### config.mk
export PLATFORM = sky130hd
export DESIGN_NAME = writeback_stage
export DESIGN_NICKNAME = d
export VERILOG_FILES = /design/src/hw/cpu_types_pkg.sv /design/src/hw/writeback_stage.sv
export VERILOG_INCLUDE_DIRS = /design/src /design/src/hw
export SDC_FILE = /design/constraint.sdc
export NUM_CORES = 1
export LEC_CHECK = 0
export BUFFER_PORTS_ARGS = -buffer_cell sky130_fd_sc_hd__clkbuf_2
export CAP_MARGIN = 15
export CORE_AREA = 2 2 120 122
export DETAILED_ROUTE_END_ITERATION = 12
export DIE_AREA = 0 0 122 124
export GPL_ROUTABILITY_DRIVEN = 0
export PLACE_DENSITY = 0.52
export SYNTH_ARGS = -nofsm -noshare
export SYNTH_HDL_FRONTEND = slang
export SYNTH_SLANG_ARGS = --single-unit
### constraint.sdc
create_clock -name clk -period 2.49 [get_ports clk]
set_clock_uncertainty 0.15 [all_clocks]
set_input_delay 0.1245 -clock clk [delete_from_list [all_inputs] [get_ports clk]]
set_output_delay 0.1245 -clock clk [all_outputs]
set_load 0.05 [all_outputs]
### src/hw/cpu_params.svh
`ifndef CPU_PARAMS_SVH
`define CPU_PARAMS_SVH

// sizing of the integer register file and datapath

// architectural registers including the zero register
`define REG_NUM 32

// bits needed to name one register
`define REG_ADDR_W 5

// width of one datapath word
`define DATA_W 32

// register 0 reads as zero and ignores writes
// a write port has one enable bit per byte of DATA_W
// any set enable bit stores the whole word

`endif

### src/hw/cpu_types_pkg.sv
`default_nettype none

`include "cpu_params.svh"

package cpu_types_pkg;

    // register number as seen on read and write ports
    // value 0 selects the hard-wired zero register
    typedef logic [`REG_ADDR_W-1:0] reg_addr_t;

    // one integer word of the datapath
    // operands, results and load data all use it
    typedef logic [`DATA_W-1:0] uint32_t;

    // write port enable with one bit per byte lane
    // the register file treats any set bit as a full word write
    typedef logic [`DATA_W/8-1:0] byte_en_t;

endpackage

`default_nettype wire

### src/hw/writeback_stage.sv
`timescale 1ns/10ps
`default_nettype none

module writeback_stage
    import cpu_types_pkg::*;
(
    input  logic      clk,
    input  logic      rst,
    // lane 1 result from its ALU
    input  uint32_t   lane1_result,
    input  reg_addr_t lane1_waddr,
    input  logic      lane1_we,
    // lane 2 result from its ALU
    input  uint32_t   lane2_result,
    input  reg_addr_t lane2_waddr,
    input  logic      lane2_we,
    // load return from the memory unit
    input  logic      load_valid,
    input  reg_addr_t load_waddr,
    input  uint32_t   load_data,
    // register file write port 1
    output byte_en_t  we1,
    output reg_addr_t waddr1,
    output uint32_t   wdata1,
    // register file write port 2
    output byte_en_t  we2,
    output reg_addr_t waddr2,
    output uint32_t   wdata2,
    // register file write port 3
    output byte_en_t  we3,
    output reg_addr_t waddr3,
    output uint32_t   wdata3,
    // reported results one cycle after issue
    output logic      res1_valid,
    output uint32_t   res1_data,
    output logic      res2_valid,
    output uint32_t   res2_data
);

    // single enable bit widened to all byte lanes
    // writes aimed at register 0 are dropped here
    function automatic byte_en_t full_we(input logic en, input reg_addr_t waddr);
        return (en && (waddr != '0)) ? '1 : '0;
    endfunction

    // enables and valid flags
    always_ff @(posedge clk) begin
        if (rst) begin
            we1        <= '0;
            we2        <= '0;
            we3        <= '0;
            res1_valid <= 1'b0;
            res2_valid <= 1'b0;
        end else begin
            we1        <= full_we(lane1_we, lane1_waddr);
            we2        <= full_we(lane2_we, lane2_waddr);
            we3        <= full_we(load_valid, load_waddr);
            // reported even when the destination is register 0
            res1_valid <= lane1_we;
            res2_valid <= lane2_we;
        end
    end

    // address and data payload
    always_ff @(posedge clk) begin
        waddr1 <= lane1_waddr;
        wdata1 <= lane1_result;
        waddr2 <= lane2_waddr;
        wdata2 <= lane2_result;
        waddr3 <= load_waddr;
        wdata3 <= load_data;
    end

    // the reported value is the one being written back
    assign res1_data = wdata1;
    assign res2_data = wdata2;

endmodule

`default_nettype wire

==> metrics <==
Total Routing Usage GR=0.126; P_leak=3.05 nW; die height=around 120 um; Port-buffer cells=approximately 300; Yosys cell types=9; cell repeated most along the worst path=dlygate4sd3_1; area occupied by registers=0.00232 mm^2; clk slew on worst S/H paths=60 ps; CP arrival=around 1600 ps; H-Tree Level Count=4; CP Max Fanout=3; Multi-input gate area=roughly 63 um^2; crit path kind=primary input to flip-flop; Hold Path Origin=load_data[2]; Slowest-stage cell, CP=dlygate4sd3_1; #FFs+latches synth=between 100 and 150; largest net degree at the start of global routing=17; DRT iter0 DRCs=44; crit-path leading delay family=buffers and inverters; most common cell after layout, fill and taps aside=clkbuf_2; Post-Route WL=9920 um; area share of and/or/nand/nor cells after synthesis=0.0145; switching power=roughly 0.0016 W; global-route wire length before repair=between 10,000 and 15,000 um; drt pass-1 iters=4; Period minus WS final=1400 ps; Clock power frac=0.458; Ys Warns=0; core area=0.0137 mm^2; compound-cell area share of the yosys netlist=0.00683; initial antenna violation count=0; Core Rows=43; post-synth top area cell=dfxtp_1; commonest non-fill, non-tap cells in the layout=clkbuf_2, dfxtp_1, dlygate4sd3_1; switching share of power=0.286; vias in the first global route=2,829; worst vdd ir=about 500 uV; Seq pwr share=0.364; post-synthesis sequential area ratio=0.792; Starting Density=0.214; CP Launch Type=primary input; die area=0.0151 mm^2; CTS resizes=0; maximum buffer depth of the clock tree=2; main combinational cell family by area after synthesis=buffers and inverters; post-placement cell count=just over 600; area grow syn2layout=101%; Min-Delay Path Class=primary input to flip-flop; Crit. End Element=flip-flop; Fill cells=between 1,000 and 1,500; dominant cells by area after synthesis=dfxtp_1, buf_4, o21a_1; io pins=between 300 and 400; nets=680; Ant. Diodes=0; mux cell area share after synthesis=0; Max-Cap Viols=0; PD cells=934 mW/mm^2; clock sinks=approximately 120; Die X=about 120 um; RSZ-0062 raised after global routing=false; Syn Nets=between 300 and 400; share of layout cells above drive strength 1=0.581; DRC Markers=0; crit-path cells=dlygate4sd3_1 > clkbuf_2 > nor2b_1 > dlygate4sd3_1 > o21a_1; Synth Area in Adders=0; Combinational Power Share=0.178; worst slew pin tran=roughly 320 ps; Fin. Hold Viols=0; setup_tns=0 ps; CTS buffer count=17; Post-CTS Setup Bufs=0; hold slack=205 ps; outcome=finished clean; Layout Cells excl Fill=between 700 and 800; vias per std cell=about 3.5; wire per inst=~13 um; Worst Path Buf+Inv=3; post-synthesis xor/xnor area fraction=0; max_slew headroom=0.789; Mapped Area=0.00293 mm^2; CTS tree=done; power after layout=about 0.0055 W; via count=2,684; clk root buf=clkbuf_16; final number of setup-violating endpoints=0; Hold Crit Endpoint=wdata3[2]; Overflow after GRT=0; synthesized area per cell=about 15 um^2; area fraction of the dominant cell type after synthesis=0.792; required time of the critical path=2680 ps; slowest cell delay on critical path=580 ps; Slew Viols, Final=0; Achievable Freq=around 0.72 GHz; hold depth=2; Period Utilization, post-route=0.561; P_int=slightly below 0.004 W; Post-DP HPWL=6600 um; cell count after synthesis=between 150 and 200; Final ANT Viol Nets=0
-- power by group through the flow --
stage | clock network [W] | registers (W) | logic [W]
floorplan | 0 | 0.00239 | 0.000319
CTS | 0.00260 | 0.00201 | 0.000980
detailed placement | 0 | 0.00205 | 0.000837
global placement | 0 | 0.00204 | 0.000838
global route | 0.00269 | 0.00202 | 0.00102
finish | 0.00253 | 0.00201 | 0.000983
-- cell type report --
| type | instances | area share |
|---|---|---|
| well taps | 180 | 0.0381 |
| clock inverters | 13 | 0.0307 |
| repair buffers | 419 | 0.452 |
| clock buffers | 19 | 0.0750 |
| flip-flops and latches | 116 | 0.393 |
| multi-input cells | 10 | 0.0106 |
-- worst max path at each step --
stage / from / to / slack [ps] / cells past startpoint
finish: rst / we2[2] / 1090 / 5
detailed placement: lane2_waddr[1] / we2[2] / 1320 / 3
global route: we1[2] / we1[0] / 1030 / 1
CTS: we1[2] / we1[0] / 1050 / 1
global placement: lane2_waddr[1] / we2[2] / 1320 / 3
floorplan: we1[2] / we1[1] / 1280 / 1
-- sequential cells by signal, summed over array words and instances, names as in the netlist --
name / cells
wdata3: 32
we3: 1
waddr1: 5
res1_valid: 1
res2_data: 32
waddr3: 5
res1_data: 32
we1: 1
res2_valid: 1
we2: 1
waddr2: 5
-- cell families (layout without fill, tap and decap cells) --
| family | after synthesis | after routing |
|---|---|---|
| compound gates | 3 | 3 |
| buf+inv | 73 | 451 |
| flops | 116 | 116 |
| simple gates | 7 | 7 |
-- routing by layer --
metal / wire length (um) / up-vias / global-route usage
li1: - / 1280 / -
met3: 1030 / 17 / 0.0687
met4: 213 / 0 / 0.0603
met5: 0 / - / 0
met1: 3350 / 1197 / 0.112
met2: 5320 / 190 / 0.232
-- stage by stage --
step	util	setup slack [ps]	cell area [um^2]
3_3_place_gp	0.301	1320	4130
4_1_cts	0.431	1050	5910
5_1_grt	0.431	1030	5910
6_report	0.431	1090	5910
3_5_place_dp	0.301	1320	4130
2_1_floorplan	-	1280	2930
-- Yosys cell counts --
cell type,instances
dfxtp_1,116
buf_4,73
nor2b_1,2
o21a_1,2
or4_1,2
a21oi_1,1
nand2b_1,1
nor2_1,1
nor3_1,1
-- what timing repair did --
item | CTS | global route
endpoints found under the setup margin | 0 | 0
hold endpoints to repair | 116 | 0
hold buffers | 115 | 0
Power figures use the tool's default switching activity.
