--- config.mk ---
export PLATFORM = sky130hd
export DESIGN_NAME = operand_bypass_flat
export DESIGN_NICKNAME = d
export VERILOG_FILES = /design/src/hw/cpu_types_pkg.sv /design/src/hw/rd_port_if.sv /design/src/hw/operand_bypass.sv /design/src/flat_wrapper.sv
export VERILOG_INCLUDE_DIRS = /design/src /design/src/hw
export SDC_FILE = /design/constraint.sdc
export NUM_CORES = 1
export LEC_CHECK = 0
export BUFFER_PORTS_ARGS = -buffer_cell sky130_fd_sc_hd__buf_2
export CORE_AREA = 8 8 157 159
export DETAILED_ROUTE_END_ITERATION = 10
export DIE_AREA = 0 0 165 167
export SLEW_MARGIN = 40
export SYNTH_ARGS = -nofsm -noshare
export SYNTH_HDL_FRONTEND = slang
export SYNTH_SLANG_ARGS = --single-unit
--- constraint.sdc ---
create_clock -name vclk -period 2.6
set_clock_uncertainty 0.15 [all_clocks]
set_input_delay 0.52 -clock vclk [all_inputs]
set_output_delay 0.52 -clock vclk [all_outputs]
set_load 0.05 [all_outputs]
--- src/hw/cpu_params.svh ---
`ifndef CPU_PARAMS_SVH
`define CPU_PARAMS_SVH

// sizing of the integer register file and datapath

// architectural registers including the zero register
`define REG_NUM 32

// bits needed to name one register
`define REG_ADDR_W 5

// width of one datapath word
`define DATA_W 32

// register 0 reads as zero and ignores writes
// a write port has one enable bit per byte of DATA_W
// any set enable bit stores the whole word

`endif

--- src/hw/cpu_types_pkg.sv ---
`default_nettype none

`include "cpu_params.svh"

package cpu_types_pkg;

    // register number as seen on read and write ports
    // value 0 selects the hard-wired zero register
    typedef logic [`REG_ADDR_W-1:0] reg_addr_t;

    // one integer word of the datapath
    // operands, results and load data all use it
    typedef logic [`DATA_W-1:0] uint32_t;

    // write port enable with one bit per byte lane
    // the register file treats any set bit as a full word write
    typedef logic [`DATA_W/8-1:0] byte_en_t;

endpackage

`default_nettype wire

--- src/hw/rd_port_if.sv ---
`timescale 1ns/10ps
`default_nettype none

// one lane's pair of register read ports
interface rd_port_if
    import cpu_types_pkg::*;
();

    // source register numbers
    reg_addr_t raddr1;
    reg_addr_t raddr2;

    // operand data for those registers
    uint32_t   rdata1;
    uint32_t   rdata2;

    // issue side asks for operands and consumes them
    modport requester (output raddr1, output raddr2, input rdata1, input rdata2);

    // observer of a raw link
    // sees the addresses and the register file data
    modport bypass (input raddr1, input raddr2, input rdata1, input rdata2);

    // data source of a link
    // register file on the raw link, bypass on the forwarded link
    modport file (input raddr1, input raddr2, output rdata1, output rdata2);

endinterface

`default_nettype wire

--- src/hw/operand_bypass.sv ---
`timescale 1ns/10ps
`default_nettype none

module operand_bypass
    import cpu_types_pkg::*;
(
    // raw register file data per lane
    rd_port_if.bypass raw1,
    rd_port_if.bypass raw2,
    // forwarded operands toward each ALU
    rd_port_if.file   fwd1,
    rd_port_if.file   fwd2,
    // lane 1 result port
    input  byte_en_t  we1,
    input  reg_addr_t waddr1,
    input  uint32_t   wdata1,
    // lane 2 result port
    input  byte_en_t  we2,
    input  reg_addr_t waddr2,
    input  uint32_t   wdata2,
    // load return port
    input  byte_en_t  we3,
    input  reg_addr_t waddr3,
    input  uint32_t   wdata3
);

    // per-port address hits for each of the four reads
    // no register 0 check needed here
    // writeback never enables a write to register 0
    function automatic logic hit(input byte_en_t we, input reg_addr_t waddr,
                                 input reg_addr_t raddr);
        return (|we) && (waddr == raddr);
    endfunction

    // pick the data the register file will hold after this cycle
    // checked in ascending priority so the load port has the last word
    function automatic uint32_t pick(input reg_addr_t raddr, input uint32_t raw);
        uint32_t data;
        data = raw;
        if (hit(we1, waddr1, raddr)) begin
            data = wdata1;
        end
        if (hit(we2, waddr2, raddr)) begin
            data = wdata2;
        end
        if (hit(we3, waddr3, raddr)) begin
            data = wdata3;
        end
        return data;
    endfunction

    // lane 1 operands
    // addresses come from the forwarded link this block sources
    always_comb begin
        fwd1.rdata1 = pick(fwd1.raddr1, raw1.rdata1);
        fwd1.rdata2 = pick(fwd1.raddr2, raw1.rdata2);
    end

    // lane 2 operands
    // lane 1 of the same bundle is not visible here yet
    always_comb begin
        fwd2.rdata1 = pick(fwd2.raddr1, raw2.rdata1);
        fwd2.rdata2 = pick(fwd2.raddr2, raw2.rdata2);
    end

endmodule

`default_nettype wire

--- src/flat_wrapper.sv ---
// flat-port wrapper written by rule: the top's interface ports become plain ports
module operand_bypass_flat import cpu_types_pkg::*;
  (we1, waddr1, wdata1, we2, waddr2, wdata2, we3, waddr3, wdata3, raw1_raddr1, raw1_raddr2, raw1_rdata1, raw1_rdata2, raw2_raddr1, raw2_raddr2, raw2_rdata1, raw2_rdata2, fwd1_raddr1, fwd1_raddr2, fwd1_rdata1, fwd1_rdata2, fwd2_raddr1, fwd2_raddr2, fwd2_rdata1, fwd2_rdata2);
  rd_port_if raw1_i ();
  rd_port_if raw2_i ();
  rd_port_if fwd1_i ();
  rd_port_if fwd2_i ();
  input  byte_en_t we1;
  input  reg_addr_t waddr1;
  input  uint32_t wdata1;
  input  byte_en_t we2;
  input  reg_addr_t waddr2;
  input  uint32_t wdata2;
  input  byte_en_t we3;
  input  reg_addr_t waddr3;
  input  uint32_t wdata3;
  input wire logic [$bits(raw1_i.raddr1)-1:0] raw1_raddr1;
  input wire logic [$bits(raw1_i.raddr2)-1:0] raw1_raddr2;
  input wire logic [$bits(raw1_i.rdata1)-1:0] raw1_rdata1;
  input wire logic [$bits(raw1_i.rdata2)-1:0] raw1_rdata2;
  input wire logic [$bits(raw2_i.raddr1)-1:0] raw2_raddr1;
  input wire logic [$bits(raw2_i.raddr2)-1:0] raw2_raddr2;
  input wire logic [$bits(raw2_i.rdata1)-1:0] raw2_rdata1;
  input wire logic [$bits(raw2_i.rdata2)-1:0] raw2_rdata2;
  input wire logic [$bits(fwd1_i.raddr1)-1:0] fwd1_raddr1;
  input wire logic [$bits(fwd1_i.raddr2)-1:0] fwd1_raddr2;
  output wire logic [$bits(fwd1_i.rdata1)-1:0] fwd1_rdata1;
  output wire logic [$bits(fwd1_i.rdata2)-1:0] fwd1_rdata2;
  input wire logic [$bits(fwd2_i.raddr1)-1:0] fwd2_raddr1;
  input wire logic [$bits(fwd2_i.raddr2)-1:0] fwd2_raddr2;
  output wire logic [$bits(fwd2_i.rdata1)-1:0] fwd2_rdata1;
  output wire logic [$bits(fwd2_i.rdata2)-1:0] fwd2_rdata2;
  assign raw1_i.raddr1 = raw1_raddr1;
  assign raw1_i.raddr2 = raw1_raddr2;
  assign raw1_i.rdata1 = raw1_rdata1;
  assign raw1_i.rdata2 = raw1_rdata2;
  assign raw2_i.raddr1 = raw2_raddr1;
  assign raw2_i.raddr2 = raw2_raddr2;
  assign raw2_i.rdata1 = raw2_rdata1;
  assign raw2_i.rdata2 = raw2_rdata2;
  assign fwd1_i.raddr1 = fwd1_raddr1;
  assign fwd1_i.raddr2 = fwd1_raddr2;
  assign fwd1_rdata1 = fwd1_i.rdata1;
  assign fwd1_rdata2 = fwd1_i.rdata2;
  assign fwd2_i.raddr1 = fwd2_raddr1;
  assign fwd2_i.raddr2 = fwd2_raddr2;
  assign fwd2_rdata1 = fwd2_i.rdata1;
  assign fwd2_rdata2 = fwd2_i.rdata2;
  operand_bypass u_core (.raw1(raw1_i), .raw2(raw2_i), .fwd1(fwd1_i), .fwd2(fwd2_i), .we1(we1), .waddr1(waddr1), .wdata1(wdata1), .we2(we2), .waddr2(waddr2), .wdata2(wdata2), .we3(we3), .waddr3(waddr3), .wdata3(wdata3));
endmodule
==> summary.log <==
qor: sta.final_max_slew_viol_count 0
qor: floorplan.pin_count 419
qor: floorplan.die_width 165 um
qor: detailed_routing.antenna_violating_nets_post_route 0
qor: worst_setup_path.setup.worst_path.class in -> out
qor: placement.place_worst_setup_slack -0.728 ns
qor: global_routing.grt_overflow_total 0
qor: detailed_routing.route.detailed.wl_per_inst 25.4 um
qor: pwr.power_leakage 0.00660 uW
qor: worst_hold_path.classification_of_the_worst_slack_hold_path in -> out
qor: placement.dpl.hpwl 29.1 mm
qor: pwr.vdd.ir_drop.worst 0.000164 V
qor: logic_synthesis.yosysWarningCount 0
qor: logic_synthesis.synthDominantAreaCellType a211oi_1
qor: detailed_routing.total_wire_length_after_detailed_routing 43.1 mm
qor: logic_synthesis.mappedNetlistArea 5030 sq um
qor: worst_setup_path.timing.critical_path.required 1.93 ns
qor: pwr.p_int 1650 uW
qor: sta.fin_ws -0.559 ns
qor: final_layout.seq_cell_count 0
qor: final_layout.layout.nets 1697
qor: worst_hold_path.worst_hold_startpoint wdata3[16]
qor: detailed_routing.routed_via_density 5.57
qor: detailed_routing.drt_iter0_drc 558
qor: worst_setup_path.critical-path-slowest-cell a2111o_1
qor: final_layout.clkbuf_count 0
qor: pwr.switching_share 56.5%
qor: placement.buffer_ports.inserted 399
qor: global_routing.grt_pass1_vias 10600
qor: worst_hold_path.holdPathStages 4
qor: status.run_status finished with violations
qor: sta.grt_setup_unrepaired true
qor: final_layout.final-seq-area 0 sq um
qor: global_routing.global_route_wire_length_before_repair 63.1 mm
qor: sta.max-slew-margin-rel 70.2%
qor: global_routing.globalRouteTotalUtil 29.2%
qor: detailed_routing.drt_drc_violations_left 0
qor: final_layout.synthToLayoutAreaGrowth 205%
qor: logic_synthesis.cell_count_after_synthesis 796
qor: worst_setup_path.critPathCaptureType output pin
qor: worst_setup_path.crit_path_cell_trace buf_6, nor2b_4, a2111o_1, buf_4, nor4_4, buf_6, buf_4, buf_12, nor3_1, a211oi_4, buf_6
qor: final_layout.post_route_cells_drive_above_1_share 76.6%
qor: status.violations negative setup slack
qor: worst_setup_path.worstSetupStartpointType input pin
qor: logic_synthesis.ys_seq_area_share 0%
qor: floorplan.placeableCoreArea 22200 sq um
qor: sta.fin_crit_sh 122%
qor: worst_setup_path.cp_data_arrival_time 2.49 ns
qor: sta.tightest_slew 0.443 ns
qor: detailed_routing.drt-pass1-iter-count 5
qor: final_layout.fillerInstances 1596
qor: logic_synthesis.yosysTopAreaCellShare 14.6%
qor: floorplan.floorplan.initialDensity 22.6%
qor: logic_synthesis.yosys.cell_types.count 27
qor: pwr.report.power.total 3800 uW
qor: logic_synthesis.post-synth-top-count-cell nor2_1
qor: worst_setup_path.crit_startpoint waddr3[0]
qor: sta.timing.final.crit_period 3.16 ns
qor: floorplan.rows 55
qor: job.timing.max_cap.violations 0
qor: sta.finalHoldViolCount 0
qor: worst_hold_path.worst_hold_path.endpoint fwd1_rdata1[16]
qor: floorplan.die-area 27600 sq um
qor: detailed_routing.vias 9442
qor: placement.finalWeightedCongestion 0.886
qor: worst_setup_path.critPathMostFrequentCell buf_6
qor: sta.setup_viol 128
qor: pwr.combPwrFrac 100.0%
qor: logic_synthesis.synth.top_cells.by_count nor2_1 (131), a211oi_1 (98), a21boi_0 (96), nand2_1 (96), o31ai_1 (96)
qor: floorplan.die_span_y 167 um
qor: pwr.share_clk_of_total_power 0%
qor: pwr.power_switching 2150 uW
qor: logic_synthesis.synth_top_cells_by_area a211oi_1 (15%), a21boi_0 (14%), o31ai_1 (14%)
qor: sta.max_freq 317 MHz
qor: logic_synthesis.synthesis.nets 1087
qor: worst_setup_path.maximum_cell_stage_delay_along_the_critical_path 0.39 ns
qor: pwr.power.sequential.fraction 0%
qor: logic_synthesis.synth.avg_cell_area 6.32 sq um
qor: pwr.power.density_cell_area 248 nW/um^2
qor: global_routing.grt_max_degree 33
qor: worst_setup_path.crit_path_max_fanout 5
qor: cts.cts_hold_repair.buffers 0
qor: global_routing.grt_antenna_before_repair 5
[area by class of cell]
class	count	area [sq um]	share of cell area, %
Antenna cell	6	15.0	0.0979
Multi-Input combinational cell	706	8220	53.6
Inverter	1	3.75	0.0245
Tap cell	285	357	2.33
Timing Repair Buffer	697	6740	44.0
[power by group through the flow]
stage	registers, uW	logic (uW)	clock network, uW
final	0	3800	0.000309
after global routing	0	3930	0.000206
after CTS	0	3680	0
after detailed placement	0	3030	0
after global placement	0	3000	0
after floorplan	0	2000	0
[through the flow]
stage / instance area (sq um) / TNS, ns / utilization (%) / instances / hold slack, ns
CTS: 14800 / -59.46 / 66.7 / 1670 / 1.29
global placement: 11800 / -73.03 / 53.0 / 1571 / 1.31
detailed placement: 11800 / -74.12 / 53.0 / 1571 / 1.30
finish: 15300 / -56.65 / 69.0 / 1695 / 1.30
floorplan: 8360 / -53.39 / - / 796 / 1.06
global route: 15300 / -61.84 / 69.0 / 1693 / 1.32
[placed cells by master, fill, tap and decap left out, types with 3 or more instances in the layout]
cell type,synthesis,layout
nand2b_1,3,3
buf_8,0,23
mux2i_1,32,32
buf_12,0,70
buf_6,4,194
a21boi_1,0,6
nand3_2,0,3
a21boi_0,96,84
buf_4,0,134
nand2_2,0,23
and3_4,0,3
a211oi_2,30,30
o31ai_4,0,96
a21boi_2,0,5
nor2_1,131,126
diode_2,0,6
nor2_4,0,3
and2_4,0,4
a211oi_4,0,96
nand2_4,0,71
nor4_4,0,8
xnor2_1,8,8
nor3_2,3,12
xor2_2,0,4
nor3_4,0,4
buf_2,7,257
xor2_4,0,4
xor2_1,48,40
nor3_1,33,20
or4_4,0,5
buf_16,0,18
[critical path: cells and delay by family]
kind / cells / cell delay (ns)
AND/OR/NAND/NOR: 3 / 0.48
buffers and inverters: 6 / 0.86
AO/OA/AOI/OAI: 2 / 0.62
[how the worst max path moves through the flow]
| stage | endpoint | slack [ns] | cells after the start |
|---|---|---|---|
| global placement | fwd2_rdata2[13] | -0.71 | 8 |
| finish | fwd2_rdata2[19] | -0.56 | 11 |
| global route | fwd2_rdata2[23] | -0.60 | 9 |
| CTS | fwd2_rdata2[24] | -0.56 | 9 |
| floorplan | fwd2_rdata2[10] | -0.60 | 8 |
| detailed placement | fwd2_rdata2[24] | -0.73 | 8 |
[cells by family (layout without fill, tap and decap cells)]
| group | count (synthesis) | count (layout) | synth area share [%] |
|---|---|---|---|
| AO/OA/AOI/OAI | 322 | 322 | 51.1 |
| AND/OR/NAND/NOR | 296 | 296 | 25.3 |
| buffers and inverters | 90 | 698 | 7.48 |
| XOR/XNOR | 56 | 56 | 9.74 |
| multiplexers | 32 | 32 | 6.36 |
| other | 0 | 6 | 0 |
[timing repair]
item	4_1_cts	5_1_grt
cloned	26	1
buffers inserted	76	43
resized for setup	473	143
endpoints found under the setup margin	128	128
pin swaps	46	87
[routing by layer]
| metal | GRT usage (%) | share of wire [%] | vias up |
|---|---|---|---|
| li1 | - | - | 4123 |
| met1 | 34.7 | 39 | 4666 |
| met2 | 51.9 | 50 | 534 |
| met3 | 4.14 | 6.7 | 117 |
| met4 | 10.3 | 4.1 | 2 |
| met5 | 0 | 0.023 | - |
Power figures use the tool's default switching activity.
