$ cat config.mk
export PLATFORM = sky130hd
export DESIGN_NAME = regfile_flat
export DESIGN_NICKNAME = d
export VERILOG_FILES = /design/src/hw/cpu_types_pkg.sv /design/src/hw/rd_port_if.sv /design/src/hw/regfile.sv /design/src/flat_wrapper.sv
export VERILOG_INCLUDE_DIRS = /design/src /design/src/hw
export SDC_FILE = /design/constraint.sdc
export NUM_CORES = 2
export LEC_CHECK = 0
export BUFFER_PORTS_ARGS = -buffer_cell sky130_fd_sc_hd__buf_2
export CORE_MARGIN = 1
export CORE_UTILIZATION = 25
export CTS_BUF_LIST = sky130_fd_sc_hd__clkbuf_2 sky130_fd_sc_hd__clkbuf_4 sky130_fd_sc_hd__clkbuf_8
export CTS_CLUSTER_SIZE = 12
export DETAILED_ROUTE_END_ITERATION = 12
export GPL_TIMING_DRIVEN = 0
export PLACE_DENSITY = 0.44
export SLEW_MARGIN = 20
export SYNTH_ARGS = -nofsm -noshare
export SYNTH_HDL_FRONTEND = slang
export SYNTH_SLANG_ARGS = --single-unit
export TNS_END_PERCENT = 10
$ cat constraint.sdc
create_clock -name clk -period 7.8 [get_ports clk]
set_clock_uncertainty 0.15 [all_clocks]
set_input_delay 0.78 -clock clk [delete_from_list [all_inputs] [get_ports clk]]
set_output_delay 0.78 -clock clk [all_outputs]
set_load 0.05 [all_outputs]
$ cat src/hw/cpu_params.svh
`ifndef CPU_PARAMS_SVH
`define CPU_PARAMS_SVH

// sizing of the integer register file and datapath

// architectural registers including the zero register
`define REG_NUM 32

// bits needed to name one register
`define REG_ADDR_W 5

// width of one datapath word
`define DATA_W 32

// register 0 reads as zero and ignores writes
// a write port has one enable bit per byte of DATA_W
// any set enable bit stores the whole word

`endif

$ cat src/hw/cpu_types_pkg.sv
`default_nettype none

`include "cpu_params.svh"

package cpu_types_pkg;

    // register number as seen on read and write ports
    // value 0 selects the hard-wired zero register
    typedef logic [`REG_ADDR_W-1:0] reg_addr_t;

    // one integer word of the datapath
    // operands, results and load data all use it
    typedef logic [`DATA_W-1:0] uint32_t;

    // write port enable with one bit per byte lane
    // the register file treats any set bit as a full word write
    typedef logic [`DATA_W/8-1:0] byte_en_t;

endpackage

`default_nettype wire

$ cat src/hw/rd_port_if.sv
`timescale 1ns/10ps
`default_nettype none

// one lane's pair of register read ports
interface rd_port_if
    import cpu_types_pkg::*;
();

    // source register numbers
    reg_addr_t raddr1;
    reg_addr_t raddr2;

    // operand data for those registers
    uint32_t   rdata1;
    uint32_t   rdata2;

    // issue side asks for operands and consumes them
    modport requester (output raddr1, output raddr2, input rdata1, input rdata2);

    // observer of a raw link
    // sees the addresses and the register file data
    modport bypass (input raddr1, input raddr2, input rdata1, input rdata2);

    // data source of a link
    // register file on the raw link, bypass on the forwarded link
    modport file (input raddr1, input raddr2, output rdata1, output rdata2);

endinterface

`default_nettype wire

$ cat src/hw/regfile.sv
`timescale 1ns/10ps
`default_nettype none

`include "cpu_params.svh"

module regfile
    import cpu_types_pkg::*;
(
    input  logic      clk,
    // two read pairs, one per issue lane
    rd_port_if.file   rd1,
    rd_port_if.file   rd2,
    // lane 1 result port
    input  byte_en_t  we1,
    input  reg_addr_t waddr1,
    input  uint32_t   wdata1,
    // lane 2 result port
    input  byte_en_t  we2,
    input  reg_addr_t waddr2,
    input  uint32_t   wdata2,
    // load return port
    input  byte_en_t  we3,
    input  reg_addr_t waddr3,
    input  uint32_t   wdata3
);

    // storage has no reset
    uint32_t regs [0:`REG_NUM-1];

    // register 0 is forced to zero on the read side
    function automatic uint32_t read_reg(input reg_addr_t addr);
        if (addr == '0) begin
            return '0;
        end
        return regs[addr];
    endfunction

    // any enable bit writes the full word
    // later statements override earlier ones for the same register
    // so port 3 beats port 2 and port 2 beats port 1
    always_ff @(posedge clk) begin
        if (|we1) begin
            regs[waddr1] <= wdata1;
        end
        if (|we2) begin
            regs[waddr2] <= wdata2;
        end
        if (|we3) begin
            regs[waddr3] <= wdata3;
        end
    end

    // four asynchronous reads
    always_comb begin
        rd1.rdata1 = read_reg(rd1.raddr1);
        rd1.rdata2 = read_reg(rd1.raddr2);
    end

    always_comb begin
        rd2.rdata1 = read_reg(rd2.raddr1);
        rd2.rdata2 = read_reg(rd2.raddr2);
    end

endmodule

`default_nettype wire

$ cat src/flat_wrapper.sv
// flat-port wrapper written by rule: the top's interface ports become plain ports
module regfile_flat import cpu_types_pkg::*;
  (clk, we1, waddr1, wdata1, we2, waddr2, wdata2, we3, waddr3, wdata3, rd1_raddr1, rd1_raddr2, rd1_rdata1, rd1_rdata2, rd2_raddr1, rd2_raddr2, rd2_rdata1, rd2_rdata2);
  rd_port_if rd1_i ();
  rd_port_if rd2_i ();
  input  logic clk;
  input  byte_en_t we1;
  input  reg_addr_t waddr1;
  input  uint32_t wdata1;
  input  byte_en_t we2;
  input  reg_addr_t waddr2;
  input  uint32_t wdata2;
  input  byte_en_t we3;
  input  reg_addr_t waddr3;
  input  uint32_t wdata3;
  input wire logic [$bits(rd1_i.raddr1)-1:0] rd1_raddr1;
  input wire logic [$bits(rd1_i.raddr2)-1:0] rd1_raddr2;
  output wire logic [$bits(rd1_i.rdata1)-1:0] rd1_rdata1;
  output wire logic [$bits(rd1_i.rdata2)-1:0] rd1_rdata2;
  input wire logic [$bits(rd2_i.raddr1)-1:0] rd2_raddr1;
  input wire logic [$bits(rd2_i.raddr2)-1:0] rd2_raddr2;
  output wire logic [$bits(rd2_i.rdata1)-1:0] rd2_rdata1;
  output wire logic [$bits(rd2_i.rdata2)-1:0] rd2_rdata2;
  assign rd1_i.raddr1 = rd1_raddr1;
  assign rd1_i.raddr2 = rd1_raddr2;
  assign rd1_rdata1 = rd1_i.rdata1;
  assign rd1_rdata2 = rd1_i.rdata2;
  assign rd2_i.raddr1 = rd2_raddr1;
  assign rd2_i.raddr2 = rd2_raddr2;
  assign rd2_rdata1 = rd2_i.rdata1;
  assign rd2_rdata2 = rd2_i.rdata2;
  regfile u_core (.clk(clk), .rd1(rd1_i), .rd2(rd2_i), .we1(we1), .waddr1(waddr1), .wdata1(wdata1), .we2(we2), .waddr2(waddr2), .wdata2(wdata2), .we3(we3), .waddr3(waddr3), .wdata3(wdata3));
endmodule
==> impl_summary.md <==
Placed design
The estimated wirelength of the detail-placed design is 530300 µm. The worst setup timing slack at the placement stage is 885.2 ps. The port buffer count is 251. Routability-driven placement finished with a final weighted congestion of 1.060.

Floorplanning
The floorplan core area is 344100 µm². The floorplan has 215 rows. The initial standard-cell utilization of the core is 25.21%. The die span in x is 591.0 µm. The die extent in y is 591.0 µm. The floorplan step defined a die boundary enclosing 349300 µm². The count of pins on the block boundary is 272.

GRT
The overall overflow remaining after global route is 0. The overall fraction of global-route tracks in use is 36.04%. The via count of the first global-routing pass is 78700. The number of antenna violations at the first check in global routing is 53. The first-pass GRT wire length is 816800 µm. The maximum number of pins on one net before global-route repair is 19.

Timing
The transition at the pin with the smallest max-transition slack is 1366 ps. The part of the cycle the worst path needs is 91.73%. The final critical-path required period is 7155 ps. The final setup violation count is 0. The final hold slack is 54.02 ps. Setup repair after global routing left no endpoint under its margin. The number of pins exceeding their max-slew limit in the final report is 0. The number of hold violations in the final report is 0. The setup TNS is 0 ps.

The worst setup slack after layout is 645.0 ps. Timing would allow up to 139.8 MHz. The worst max-slew margin expressed relative to the limit is 8.290%.

Layout
The register with the most flip-flops in the layout has 1024 of them. In the final layout, the share of cells above drive strength 1 is 27.95%. The final layout contains 8281 nets. The signed area change from the synthesized netlist to the final layout is 16.13%.

The largest registers in the layout are u_core.regs (1024). The register with the most flip-flops is u_core.regs.

Worst setup path
The required time at the endpoint of the critical path is 6870 ps. The most frequent cell on the critical path is sky130_fd_sc_hd__buf_2. The maximum net fanout on the critical path is 10. The type of destination of the critical path is an output pin.

The sum of buffers and inverters on the critical path is 4. Broken down by cell family, the worst path's largest delay share belongs to buffers and inverters. The sort of element at the start of the critical path is a primary input. The slowest stage cell on the critical path is sky130_fd_sc_hd__a311oi_1. Walking the worst path, the cells encountered are clkbuf_1 > buf_2 > nor2_1 > clkbuf_2 > a221oi_1 > o21ai_0 > a311oi_1 > buf_2. The critical path is of the in2out type. The data arrival time at the worst-slack endpoint is 6220 ps. The peak per-stage delay on the critical path is 1110 ps.

Detailed routing
In this run, the number of DRC markers left after iteration 0 of detailed routing was 13870. The count of antenna-violating nets left after detailed routing is 0. The detail-routed net length per standard cell is 50.33 µm. The first-pass iteration count of the detailed router is 7.

In the routed layout, each cell is associated on average with a via count of 6.476. In the routed design, unresolved DRC markers number 0. The vias after detailed routing is 83540.

Wires add up to 649300 µm.

Clock tree
Buffers inserted during clock tree synthesis total 216. The count of cells resized by post-cts repair is 0. The tree is rooted in a sky130_fd_sc_hd__clkbuf_8. The TritonCTS clock tree is done.

In this run, post-CTS hold repair placed 0 buffers. The tree built by TritonCTS fans out to 1024 sinks. Clock-pin slew was measured on the worst setup and hold paths at 60 ps. CTS built an H-tree with a depth of 4.

Post-CTS timing repair inserted 0 buffers for setup. The longest clock path from root to sink contains 4 buffers.

Power
Dividing total power by cell area gives a power density of 180.5 nW/µm². The leakage power is 32.18 nW. The maximum ir drop on the vdd rail is 0.1103 mV.

Synth
The count of warnings emitted by yosys is 0. Synthesis instantiated 45 different standard cells from the library. The post-synthesis instance area is 86730 µm². The cell count after synthesis came out at 7548. The synthesized design contains 1024 register bits. Sequential elements use 35.45% of the synthesized area. The per-instance average area after synthesis is 11.49 µm². When the netlist entered floorplanning its net count stood at 7692.

Run
Across the run, the number of max-cap violations was 0.

Min path
The worst hold-check path type is in2reg.

Outcome
The flow ran to the end, and the final reports show no timing, DRC or antenna violations.
[cells in the mapped netlist]
master | instances | area share (%)
sky130_fd_sc_hd__a211oi_1 | 128 | 1.1
sky130_fd_sc_hd__a21oi_1 | 256 | 1.5
sky130_fd_sc_hd__a221oi_1 | 93 | 0.94
sky130_fd_sc_hd__a22oi_1 | 128 | 1.1
sky130_fd_sc_hd__a311oi_1 | 128 | 1.3
sky130_fd_sc_hd__and2_1 | 4 | 0.029
sky130_fd_sc_hd__and4b_1 | 2 | 0.023
sky130_fd_sc_hd__buf_1 | 42 | 0.18
sky130_fd_sc_hd__buf_2 | 237 | 1.4
sky130_fd_sc_hd__buf_4 | 38 | 0.33
sky130_fd_sc_hd__buf_6 | 45 | 0.58
sky130_fd_sc_hd__buf_8 | 1 | 0.017
sky130_fd_sc_hd__clkbuf_1 | 677 | 2.9
sky130_fd_sc_hd__clkbuf_2 | 3 | 0.017
sky130_fd_sc_hd__edfxtp_1 | 1024 | 35
sky130_fd_sc_hd__inv_1 | 4 | 0.017
sky130_fd_sc_hd__inv_2 | 1 | 0.0043
sky130_fd_sc_hd__mux2_2 | 128 | 1.7
sky130_fd_sc_hd__mux2i_1 | 1280 | 15
sky130_fd_sc_hd__mux4_2 | 896 | 23
sky130_fd_sc_hd__nand2_1 | 841 | 3.6
sky130_fd_sc_hd__nand2b_1 | 4 | 0.029
sky130_fd_sc_hd__nand3_1 | 3 | 0.017
sky130_fd_sc_hd__nand3b_1 | 10 | 0.087
sky130_fd_sc_hd__nand4_1 | 2 | 0.014
sky130_fd_sc_hd__nand4bb_1 | 6 | 0.078
sky130_fd_sc_hd__nor2_1 | 295 | 1.3
sky130_fd_sc_hd__nor2b_1 | 136 | 0.98
sky130_fd_sc_hd__nor3_1 | 1 | 0.0058
sky130_fd_sc_hd__nor3_2 | 5 | 0.058
sky130_fd_sc_hd__nor3_4 | 3 | 0.056
sky130_fd_sc_hd__nor3b_1 | 1 | 0.0087
sky130_fd_sc_hd__nor4_1 | 8 | 0.058
sky130_fd_sc_hd__nor4_4 | 18 | 0.44
sky130_fd_sc_hd__nor4b_1 | 15 | 0.15
sky130_fd_sc_hd__o2111ai_1 | 35 | 0.35
sky130_fd_sc_hd__o211ai_1 | 8 | 0.069
sky130_fd_sc_hd__o21ai_0 | 538 | 3.1
sky130_fd_sc_hd__o21ai_1 | 475 | 2.7
sky130_fd_sc_hd__o41ai_2 | 1 | 0.019
sky130_fd_sc_hd__or2_2 | 4 | 0.029
sky130_fd_sc_hd__or3_1 | 12 | 0.087
sky130_fd_sc_hd__or3b_1 | 4 | 0.040
sky130_fd_sc_hd__or3b_2 | 3 | 0.030
sky130_fd_sc_hd__or4_1 | 5 | 0.043
[area by class of cell]
| cell class | count | area (µm²) |
|---|---|---|
| plain buffers | 1043 | 4893 |
| repair buffers | 371 | 3241 |
| well taps | 4557 | 5702 |
| diodes | 51 | 127.6 |
| inverters | 5 | 18.77 |
| clock buffers | 277 | 3443 |
| flip-flops and latches | 1024 | 30750 |
| fillers | 35430 | 243300 |
| multi-input cells | 5476 | 51920 |
| clock inverters | 96 | 618.1 |
[layout by cell type (no fill, tap or decap), types with 59 or more instances in the layout]
cell                       count
sky130_fd_sc_hd__nor2_1      287
sky130_fd_sc_hd__clkbuf_8    218
sky130_fd_sc_hd__clkbuf_4     59
sky130_fd_sc_hd__a22oi_1     128
sky130_fd_sc_hd__mux4_2      896
sky130_fd_sc_hd__buf_2       510
sky130_fd_sc_hd__o21ai_0     514
sky130_fd_sc_hd__mux2_2      128
sky130_fd_sc_hd__mux2i_1    1280
sky130_fd_sc_hd__nor2b_1     136
sky130_fd_sc_hd__clkbuf_1    549
sky130_fd_sc_hd__a221oi_1     93
sky130_fd_sc_hd__a21oi_1     256
sky130_fd_sc_hd__nand2_1     839
sky130_fd_sc_hd__edfxtp_1   1024
sky130_fd_sc_hd__a211oi_1    120
sky130_fd_sc_hd__a311oi_1     86
sky130_fd_sc_hd__o21ai_1     475
sky130_fd_sc_hd__clkbuf_2    133
sky130_fd_sc_hd__buf_4        85
[metrics by stage]
stage	instance area, µm²	util, %	power, mW	std cells
3_3_place_gp	93690	27.23	11.75	12360
3_5_place_dp	96420	28.02	11.89	12470
2_1_floorplan	86730	-	9.357	7548
6_report	100700	29.27	18.18	12900
4_1_cts	100500	29.21	17.92	12850
5_1_grt	100600	29.24	18.30	12860
[kinds of logic after synthesis]
logic type | Yosys count | share of synthesized area, %
AOI/OAI and AO/OA | 1790 | 12.21
buffers and inverters | 1048 | 5.449
DFF | 1024 | 35.45
muxes | 2304 | 39.70
and+or+nand+nor | 1382 | 7.183
[final timing paths]
path | start | end | slack, ps | cells after the start
hold / removal | wdata3[13] | u_core.regs[3][13]$_DFFE_PP_ | 50 | 3
setup / recovery | rd2_raddr1[0] | rd2_rdata1[22] | 650 | 8
[per-layer routing]
metal,vias up,part of all wire [%],routed length [µm],GRT usage [%]
met5,-,0.021,136,0.1218
met4,16,10,64790,29.44
met3,1883,11,73870,12.09
met2,7165,41,268600,52.11
met1,43370,37,241900,43.47
li1,31110,-,-,-
[report_power, final]
| part | switching [mW] | internal [mW] |
|---|---|---|
| Sequential | 0.412 | 6.45 |
| Combinational | 3.58 | 1.60 |
| Clock | 3.06 | 3.09 |
| Total | 7.05 | 11.1 |
Power figures use the tool's default switching activity.
